===== src/clk_cal_pkg.sv =====
`default_nettype none
// ----------------------------------------------------------
// shared widths, register map and slot word layout
// slot words assume DATA_W of 32 and the widths below
// ----------------------------------------------------------

package clk_cal_pkg;

    // ----------------------------------------------------------
    // bus and datapath widths
    // ----------------------------------------------------------
    localparam int ADDR_W = 12;
    localparam int DATA_W = 32;
    localparam int CNT_W  = 16;     // target and measured count
    localparam int TRIM_W = 8;
    localparam int PER_W  = 8;      // reference window length

    // search starts from mid scale
    localparam logic [TRIM_W-1:0] TRIM_RST = 8'h80;

    // wait after each trim change before counting
    localparam logic [7:0] SETTLE_CYCLES = 8'd15;

    // ----------------------------------------------------------
    // register map
    // ----------------------------------------------------------
    localparam logic [ADDR_W-1:0] CTRL_OFS    = 12'h000;  // start / busy
    localparam logic [ADDR_W-1:0] IRQ_OFS     = 12'h004;  // flags, w1c
    localparam logic [ADDR_W-1:0] CH_BASE_OFS = 12'h010;  // channel 0 slot
    localparam logic [ADDR_W-1:0] CH_STRIDE   = 12'd4;

    // ----------------------------------------------------------
    // channel slot word
    // ----------------------------------------------------------
    // written as cfg, read back as res
    typedef union packed {
        struct packed {
            logic [CNT_W-1:0]  target_count;
            logic [PER_W-1:0]  ref_periods;   // reference periods per step
            logic [7:0]        rsvd;
        } cfg;
        struct packed {
            logic [CNT_W-1:0]  measured_count;  // count of last step
            logic [6:0]        rsvd;
            logic              busy;
            logic [TRIM_W-1:0] trim;            // final code of last search
        } res;
    } cal_word_u;

endpackage

`default_nettype wire

===== src/clk_cal_top.sv =====
`timescale 1ns/100ps
`default_nettype none
// ----------------------------------------------------------
// RC oscillator calibration, all logic on clk_rc32m
// freq_sel packs channel trims, channel 0 in the low byte
// ----------------------------------------------------------

module clk_cal_top
    import clk_cal_pkg::*;
#(
    parameter int NUM_CH = 2
)
(
    input  logic                        clk_rc32m,
    input  logic                        prst_n,
    // APB
    input  logic [ADDR_W-1:0]           paddr,
    input  logic                        psel,
    input  logic                        penable,
    input  logic                        pwrite,
    input  logic [DATA_W-1:0]           pwdata,
    output logic [DATA_W-1:0]           prdata,
    output logic                        pready,
    output logic                        pslverr,
    // reference and oscillators
    input  logic                        clk_32k,
    input  logic [NUM_CH-1:0]           osc_in,
    output logic [NUM_CH*TRIM_W-1:0]    freq_sel,
    output logic                        irq
);

    logic [NUM_CH-1:0]               ch_start;
    logic [NUM_CH-1:0]               ch_busy;
    logic [NUM_CH-1:0]               ch_done;
    logic [NUM_CH-1:0]               ch_irq_clr;
    logic [NUM_CH-1:0]               ch_flags;
    logic [NUM_CH-1:0][CNT_W-1:0]    ch_target;
    logic [NUM_CH-1:0][PER_W-1:0]    ch_periods;
    logic [NUM_CH-1:0][TRIM_W-1:0]   ch_trim;
    logic [NUM_CH-1:0][CNT_W-1:0]    ch_count;
    cal_word_u [NUM_CH-1:0]          ch_res;

    cal_regs #(
        .NUM_CH         (NUM_CH)
    ) regs_i (
        .clk_rc32m      (clk_rc32m),
        .prst_n         (prst_n),
        .paddr          (paddr),
        .psel           (psel),
        .penable        (penable),
        .pwrite         (pwrite),
        .pwdata         (pwdata),
        .prdata         (prdata),
        .pready         (pready),
        .pslverr        (pslverr),
        .busy           (ch_busy),
        .irq_flags      (ch_flags),
        .res_word       (ch_res),
        .start          (ch_start),
        .irq_clr        (ch_irq_clr),
        .target_count   (ch_target),
        .ref_periods    (ch_periods)
    );

    for (genvar i = 0; i < NUM_CH; i++)
    begin : g_ch
        cal_channel ch_i (
            .clk_rc32m      (clk_rc32m),
            .prst_n         (prst_n),
            .start          (ch_start[i]),
            .target_count   (ch_target[i]),
            .ref_periods    (ch_periods[i]),
            .clk_32k        (clk_32k),
            .osc_in         (osc_in[i]),
            .trim           (ch_trim[i]),
            .busy           (ch_busy[i]),
            .done           (ch_done[i]),
            .measured_count (ch_count[i])
        );
    end

    cal_status #(
        .NUM_CH         (NUM_CH)
    ) status_i (
        .clk_rc32m      (clk_rc32m),
        .prst_n         (prst_n),
        .busy           (ch_busy),
        .done           (ch_done),
        .trim           (ch_trim),
        .measured_count (ch_count),
        .irq_clr        (ch_irq_clr),
        .irq_flags      (ch_flags),
        .res_word       (ch_res),
        .irq            (irq)
    );

    assign freq_sel = ch_trim;

endmodule

`default_nettype wire


===== src/cal_status.sv =====
`timescale 1ns/100ps
`default_nettype none
// ----------------------------------------------------------
// per channel result latches and sticky done flags
// set wins over a clear in the same cycle
// ----------------------------------------------------------

module cal_status
    import clk_cal_pkg::*;
#(
    parameter int NUM_CH = 2
)
(
    input  logic                            clk_rc32m,
    input  logic                            prst_n,
    input  logic [NUM_CH-1:0]               busy,
    input  logic [NUM_CH-1:0]               done,
    input  logic [NUM_CH-1:0][TRIM_W-1:0]   trim,
    input  logic [NUM_CH-1:0][CNT_W-1:0]    measured_count,
    input  logic [NUM_CH-1:0]               irq_clr,
    output logic [NUM_CH-1:0]               irq_flags,
    output cal_word_u [NUM_CH-1:0]          res_word,
    output logic                            irq
);

    logic [NUM_CH-1:0][TRIM_W-1:0]  trim_q;
    logic [NUM_CH-1:0][CNT_W-1:0]   count_q;

    // results of the last finished search
    always_ff @(posedge clk_rc32m or negedge prst_n)
    begin
        if (!prst_n)
        begin
            trim_q  <= '0;
            count_q <= '0;
        end
        else
        begin
            for (int i = 0; i < NUM_CH; i++)
            begin
                if (done[i])
                begin
                    trim_q[i]  <= trim[i];
                    count_q[i] <= measured_count[i];
                end
            end
        end
    end

    always_ff @(posedge clk_rc32m or negedge prst_n)
    begin
        if (!prst_n)
            irq_flags <= '0;
        else
            irq_flags <= done | (irq_flags & ~irq_clr);
    end

    // res view with live busy
    always_comb
    begin
        for (int i = 0; i < NUM_CH; i++)
        begin
            res_word[i]                    = '0;
            res_word[i].res.measured_count = count_q[i];
            res_word[i].res.busy           = busy[i];
            res_word[i].res.trim           = trim_q[i];
        end
    end

    assign irq = |irq_flags;

endmodule

`default_nettype wire


===== src/cal_channel.sv =====
`timescale 1ns/100ps
`default_nettype none
// ----------------------------------------------------------
// SAR trim search for one RC oscillator against clk_32k
// osc_in and clk_32k must stay below a quarter of clk_rc32m
// edge count saturates, so a very fast osc still reads fast
// ----------------------------------------------------------

module cal_channel
    import clk_cal_pkg::*;
(
    input  logic               clk_rc32m,
    input  logic               prst_n,
    input  logic               start,
    input  logic [CNT_W-1:0]   target_count,
    input  logic [PER_W-1:0]   ref_periods,
    input  logic               clk_32k,
    input  logic               osc_in,
    output logic [TRIM_W-1:0]  trim,
    output logic               busy,
    output logic               done,
    output logic [CNT_W-1:0]   measured_count
);

    localparam logic [2:0] ST_IDLE    = 3'd0;
    localparam logic [2:0] ST_SETTLE  = 3'd1;
    localparam logic [2:0] ST_ALIGN   = 3'd2;   // wait for ref rising edge
    localparam logic [2:0] ST_MEASURE = 3'd3;
    localparam logic [2:0] ST_DONE    = 3'd4;

    logic [2:0]                        ref_sync;    // 2 sync stages + history
    logic [2:0]                        osc_sync;
    logic                              ref_rise;
    logic                              osc_rise;
    logic [2:0]                        state;
    logic [$bits(SETTLE_CYCLES)-1:0]   settle_cnt;
    logic [PER_W-1:0]                  per_cnt;
    logic [CNT_W-1:0]                  edge_cnt;
    logic [CNT_W-1:0]                  step_count;
    logic [TRIM_W-1:0]                 trial_bit;   // one hot, bit under test
    logic [TRIM_W-1:0]                 kept_trim;
    logic                              step_end;
    logic                              fast;

    // ----------------------------------------------------------
    // synchronizers and edge detect
    // ----------------------------------------------------------
    always_ff @(posedge clk_rc32m or negedge prst_n)
    begin
        if (!prst_n)
        begin
            ref_sync <= '0;
            osc_sync <= '0;
        end
        else
        begin
            ref_sync <= {ref_sync[1:0], clk_32k};
            osc_sync <= {osc_sync[1:0], osc_in};
        end
    end

    assign ref_rise = ref_sync[1] & ~ref_sync[2];
    assign osc_rise = osc_sync[1] & ~osc_sync[2];

    // ----------------------------------------------------------
    // step result
    // ----------------------------------------------------------
    // include an edge landing on the closing ref edge
    assign step_count = (osc_rise && (edge_cnt != '1)) ? edge_cnt + 1'b1 : edge_cnt;

    // ref_periods of zero behaves as a single period
    assign step_end = (state == ST_MEASURE) && ref_rise &&
                      (per_cnt + PER_W'(1) >= ref_periods);

    assign fast      = (step_count > target_count);            // osc too fast
    assign kept_trim = fast ? (trim & ~trial_bit) : trim;

    assign busy = (state != ST_IDLE);
    assign done = (state == ST_DONE);

    // ----------------------------------------------------------
    // search FSM
    // ----------------------------------------------------------
    always_ff @(posedge clk_rc32m or negedge prst_n)
    begin
        if (!prst_n)
        begin
            state      <= ST_IDLE;
            trim       <= TRIM_RST;
            trial_bit  <= TRIM_RST;
            settle_cnt <= '0;
            per_cnt    <= '0;
            edge_cnt   <= '0;
        end
        else
        begin
            case (state)
                ST_IDLE:
                begin
                    if (start)
                    begin
                        trim       <= TRIM_RST;     // first trial is the top bit
                        trial_bit  <= TRIM_RST;
                        settle_cnt <= '0;
                        state      <= ST_SETTLE;
                    end
                end
                ST_SETTLE:
                begin
                    if (settle_cnt == SETTLE_CYCLES - 1'b1)
                        state <= ST_ALIGN;
                    else
                        settle_cnt <= settle_cnt + 1'b1;
                end
                ST_ALIGN:
                begin
                    if (ref_rise)
                    begin
                        edge_cnt <= '0;
                        per_cnt  <= '0;
                        state    <= ST_MEASURE;
                    end
                end
                ST_MEASURE:
                begin
                    edge_cnt <= step_count;
                    if (step_end)
                    begin
                        if (trial_bit[0])
                        begin
                            trim  <= kept_trim;     // last bit decided
                            state <= ST_DONE;
                        end
                        else
                        begin
                            // next lower bit becomes the trial bit
                            trim       <= kept_trim | (trial_bit >> 1);
                            trial_bit  <= trial_bit >> 1;
                            settle_cnt <= '0;
                            state      <= ST_SETTLE;
                        end
                    end
                    else if (ref_rise)
                        per_cnt <= per_cnt + 1'b1;
                end
                ST_DONE:
                    state <= ST_IDLE;               // one cycle done pulse
                default:
                    state <= ST_IDLE;
            endcase
        end
    end

    // count of the most recent step
    always_ff @(posedge clk_rc32m or negedge prst_n)
    begin
        if (!prst_n)
            measured_count <= '0;
        else if (step_end)
            measured_count <= step_count;
    end

endmodule

`default_nettype wire


===== src/cal_regs.sv =====
`timescale 1ns/100ps
`default_nettype none
// ----------------------------------------------------------
// APB slave, no wait states, single cycle access phase
// unmapped addresses answer pslverr with zero read data
// ----------------------------------------------------------

module cal_regs
    import clk_cal_pkg::*;
#(
    parameter int NUM_CH = 2
)
(
    input  logic                            clk_rc32m,
    input  logic                            prst_n,
    // APB
    input  logic [ADDR_W-1:0]               paddr,
    input  logic                            psel,
    input  logic                            penable,
    input  logic                            pwrite,
    input  logic [DATA_W-1:0]               pwdata,
    output logic [DATA_W-1:0]               prdata,
    output logic                            pready,
    output logic                            pslverr,
    // from channels and status block
    input  logic [NUM_CH-1:0]               busy,
    input  logic [NUM_CH-1:0]               irq_flags,
    input  cal_word_u [NUM_CH-1:0]          res_word,
    // to channels and status block
    output logic [NUM_CH-1:0]               start,
    output logic [NUM_CH-1:0]               irq_clr,
    output logic [NUM_CH-1:0][CNT_W-1:0]    target_count,
    output logic [NUM_CH-1:0][PER_W-1:0]    ref_periods
);

    logic                acc;
    logic                wr_acc;
    logic                rd_acc;
    logic                ctrl_hit;
    logic                irq_hit;
    logic [NUM_CH-1:0]   slot_hit;
    logic                map_hit;
    cal_word_u           wdata_w;
    logic [DATA_W-1:0]   rdata_mux;

    // ----------------------------------------------------------
    // access phase and decode
    // ----------------------------------------------------------
    assign acc    = psel & penable;
    assign wr_acc = acc & pwrite;
    assign rd_acc = acc & ~pwrite;

    assign wdata_w = pwdata;

    assign ctrl_hit = (paddr == CTRL_OFS);
    assign irq_hit  = (paddr == IRQ_OFS);

    // one slot per channel, word aligned
    always_comb
    begin
        for (int i = 0; i < NUM_CH; i++)
        begin
            slot_hit[i] = (paddr == CH_BASE_OFS + ADDR_W'(i) * CH_STRIDE);
        end
    end

    assign map_hit = ctrl_hit | irq_hit | (|slot_hit);

    assign pready  = 1'b1;
    assign pslverr = acc & ~map_hit;

    // ----------------------------------------------------------
    // pulses, live only in the access cycle
    // ----------------------------------------------------------
    assign start   = (wr_acc && ctrl_hit) ? pwdata[NUM_CH-1:0] : '0;
    assign irq_clr = (wr_acc && irq_hit) ? pwdata[NUM_CH-1:0] : '0;   // one bit per written one

    // ----------------------------------------------------------
    // channel config registers
    // ----------------------------------------------------------
    always_ff @(posedge clk_rc32m or negedge prst_n)
    begin
        if (!prst_n)
        begin
            target_count <= '0;
            ref_periods  <= '0;
        end
        else if (wr_acc)
        begin
            for (int i = 0; i < NUM_CH; i++)
            begin
                if (slot_hit[i])
                begin
                    target_count[i] <= wdata_w.cfg.target_count;
                    ref_periods[i]  <= wdata_w.cfg.ref_periods;
                end
            end
        end
    end

    // ----------------------------------------------------------
    // read mux
    // ----------------------------------------------------------
    always_comb
    begin
        rdata_mux = '0;
        if (ctrl_hit)
            rdata_mux = DATA_W'(busy);          // busy bits
        else if (irq_hit)
            rdata_mux = DATA_W'(irq_flags);
        for (int i = 0; i < NUM_CH; i++)
        begin
            if (slot_hit[i])
                rdata_mux = res_word[i];        // res view
        end
    end

    // bus is quiet outside read accesses
    assign prdata = rd_acc ? rdata_mux : '0;

endmodule

`default_nettype wire


===== config.mk =====
export PLATFORM = sky130hd
export DESIGN_NAME = clk_cal_top
export DESIGN_NICKNAME = d
export VERILOG_FILES = /design/src/clk_cal_pkg.sv /design/src/clk_cal_top.sv /design/src/cal_status.sv /design/src/cal_channel.sv /design/src/cal_regs.sv
export SDC_FILE = /design/constraint.sdc
export NUM_CORES = 1
export LEC_CHECK = 0
export BUFFER_PORTS_ARGS = -buffer_cell sky130_fd_sc_hd__buf_2
export CORE_ASPECT_RATIO = 1.25
export CORE_UTILIZATION = 43
export DETAILED_ROUTE_END_ITERATION = 7
export HOLD_SLACK_MARGIN = 0.15
export SLEW_MARGIN = 30
export SYNTH_ARGS = -nofsm -noshare
export SYNTH_HDL_FRONTEND = slang
export SYNTH_HIERARCHICAL = 1
export SYNTH_SLANG_ARGS = --single-unit

===== constraint.sdc =====
create_clock -name clk_rc32m -period 4.5 [get_ports clk_rc32m]
set_input_delay 0.45 -clock clk_rc32m [delete_from_list [all_inputs] [get_ports clk_rc32m]]
set_output_delay 0.45 -clock clk_rc32m [all_outputs]
set_load 0.01 [all_outputs]

==> impl_results.md <==
- Status: finished clean
- H-tree Lvls: 1
- Vias in the first global route: 8,738
- Antenna cells: 0
- Total wire length: 30,000 µm
- Commonest cells after routing, fill and taps aside: dfrtp_1 (240), buf_2 (87), nand2_1 (82)
- CTS tree: built
- Number of cell rows: 71
- Slew margin rel.: 0.356
- Pwr Density: 387 nW/µm²
- Max-Cap Viols: 0
- GR Util met1: 0.252
- Routed vias/inst: 5.34
- Worst-path maximum fanout: 8
- Chip Width: 159 µm
- Reg clk slew, reported paths: 0.06 ns
- Area of the multi-input gates: 6450 µm²
- Worst min path class: input pin to flip-flop
- Die height: 199 µm
- Port bufs: 88
- Sink Count: 244
- Gp weighted congestion: 0.844
- Crit path launch type: flip-flop
- Worst skew pair latency: 0.53 ns
- Worst Tran Pin Value: 0.951 ns
- First-pass GRT wire length: 48,200 µm
- Ys Warns: 6
- Fin. max-slew vios: 0
- Clk_skew: 0.0216 ns
- Largest net degree at the start of global routing: 125
- LEAKAGE: 7.16 nW
- Max VDD drop: 0.232 mV
- Class of the most critical setup path: flip-flop to flip-flop
- Initial DRT Pass Iterations: 5
- CP Capture Type: flip-flop
- DRC: 0
- Yosys cell types: 87
- # IOs: 103
- Tcrit/Tclk final: 0.875
- Post-DRT Antenna Nets: 0
- Fin cells: 1,686
- Final setup fails: 0
- Seq. cell area: 6110 µm²
- Peak Freq: 254 MHz
- Synth Flop Type: dfrtp_1
- Final HPWL DP: 21,500 µm
- RSZ-0062 raised after global routing: no
- Mapped cell area: 13,300 µm²
- Gr ovfl total: 0
- Post-synthesis sequential area ratio: 0.460
- Clock root buffer: clkbuf_16
- Synthesized area per cell: 11.2 µm²
- Global Route Usage Sum: 0.191
- Initial antenna violation count: 0
- Layout area overhead: 11.5%
- Arr. time, crit path: 4.34 ns
- Layout cells sized above 1: 0.237
- Fillers: 2,750
- Met3 usage: 0.0213
- Setup TNS: 0 ns
- Initial Util: 0.440
- Post-synth EDFFs: 0
- Clock Path Buffers: 3
- Initial drt markers: 328
- Cells after DPL: 1,634
- Core Area: 30,200 µm²
- Via count: 9,009
- Most Crowded Layer GR: met2
- DR WL/cell: 17.8 µm
- Fin nets: 1,374
- Global-route met2 utilization: 0.329
- Flops & latches, synth: 244
- Crit path required time: 4.90 ns
- Commonest non-fill, non-tap cell in the layout: dfrtp_1
- Final Hold Fails: 0
- Num CTS Buffers: 26
- # Post-CTS Setup Buffers: 0
- Post-Synthesis Cells: 1,188
- Die ar.: 31,600 µm²
- Final worst path period need: 3.94 ns
- Async SR Flop Fraction: 1.00
-- metal layers --
| metal | vias to the layer above | part of all wire | wire length [µm] |
|---|---|---|---|
| met5 | - | 0 | 0 |
| met4 | 0 | 0.026 | 765 |
| met3 | 34 | 0.027 | 817 |
| met2 | 110 | 0.50 | 14900 |
| met1 | 4482 | 0.45 | 13600 |
| li1 | 4383 | - | - |
-- stage by stage --
step	hold slack (ns)	setup WS [ns]	util	instance area [µm²]	total power [mW]
after floorplan	0.154	1.21	-	13300	3.27
after global placement	0.331	0.563	0.459	13900	3.56
after detailed placement	0.335	0.535	0.459	13900	3.59
after CTS	0.152	0.535	0.490	14800	5.80
after global routing	0.159	0.204	0.491	14800	6.03
final	0.173	0.564	0.491	14800	5.73
-- worst max-delay path: stages (launching register included) --
cell and delay [ns]:
dfrtp_1 0.45, and4_4 0.22, and4_1 0.30, a311oi_4 0.51
nand3_1 0.16, xnor2_1 0.19, ha_1 0.34, nand4_1 0.16
nor4_1 0.52, a21oi_1 0.13, a21oi_1 0.30, o22ai_2 0.20
a221o_1 0.34
-- what timing repair did --
action,4_1_cts,5_1_grt
hold endpoints to repair,124,0
gates resized for setup,0,0
endpoints found under the setup margin,0,0
hold buffers,4,0
-- registers in the layout (all words and copies together), names as in the netlist, 16 cells and up --
| register | flops |
|---|---|
| status_i/res_word | 48 |
| g_ch.ch_i/edge_cnt | 32 |
| g_ch.ch_i/measured_count | 32 |
| regs_i/target_count | 32 |
| g_ch.ch_i/per_cnt | 16 |
| g_ch.ch_i/settle_cnt | 16 |
| g_ch.ch_i/trial_bit | 16 |
| g_ch.ch_i/trim | 16 |
| regs_i/ref_periods | 16 |
-- cell usage after synthesis, types with 22 or more instances --
cell | number | area [µm²]
nand2_1 | 82 | 308
mux2i_1 | 37 | 370
mux2_2 | 58 | 653
inv_1 | 72 | 270
mux2_4 | 61 | 916
dfrtp_1 | 240 | 6010
ha_1 | 56 | 701
nand3_1 | 49 | 245
nor2_1 | 61 | 229
o21ai_0 | 47 | 235
a21oi_1 | 40 | 200
xnor2_1 | 22 | 193
a22o_1 | 34 | 298
nor3_1 | 41 | 205
-- cells by family (layout without fill, tap and decap cells) --
family          Yosys count  count (layout)  share of synthesized area
simple gates            346             346                      0.140
fa+ha+maj                56              56                     0.0527
mux                     161             161                      0.152
buf+inv                 139             223                     0.0601
other cells               2              15                   0.000565
compound gates          203             203                      0.108
xor+xnor                 37              37                     0.0266
flops                   244             244                      0.460
-- power breakdown --
group	switching (mW)	internal, mW
clock	0.884	1.29
combinational	0.653	0.385
sequential	0.166	2.35
total	1.70	4.02
-- final cells by class --
cell class	instances	area share
multi-input combinational	818	0.435
sequential	244	0.412
inverter	72	0.0182
clock inverter	11	0.00760
clock buffer	36	0.0513
tap	401	0.0339
timing repair buffer	104	0.0414
-- worst paths after layout --
kind,startpoint,to,slack [ns],cells past startpoint
max,g_ch[1].ch_i/edge_cnt[10],g_ch[1].ch_i/trim[5],0.56,12
min,pwdata[27],regs_i/target_count[11],0.17,2
max reg2reg,g_ch[1].ch_i/edge_cnt[10],g_ch[1].ch_i/trim[5],0.56,12
min reg2reg,g_ch[0].ch_i/osc_sync[0],g_ch[0].ch_i/osc_sync[1],0.35,0
max in group asynchronous,prst_n,g_ch[0].ch_i/trial_bit[7],2.93,4
min in group asynchronous,prst_n,g_ch[1].ch_i/per_cnt[2],0.39,2
Power figures use the tool's default switching activity.
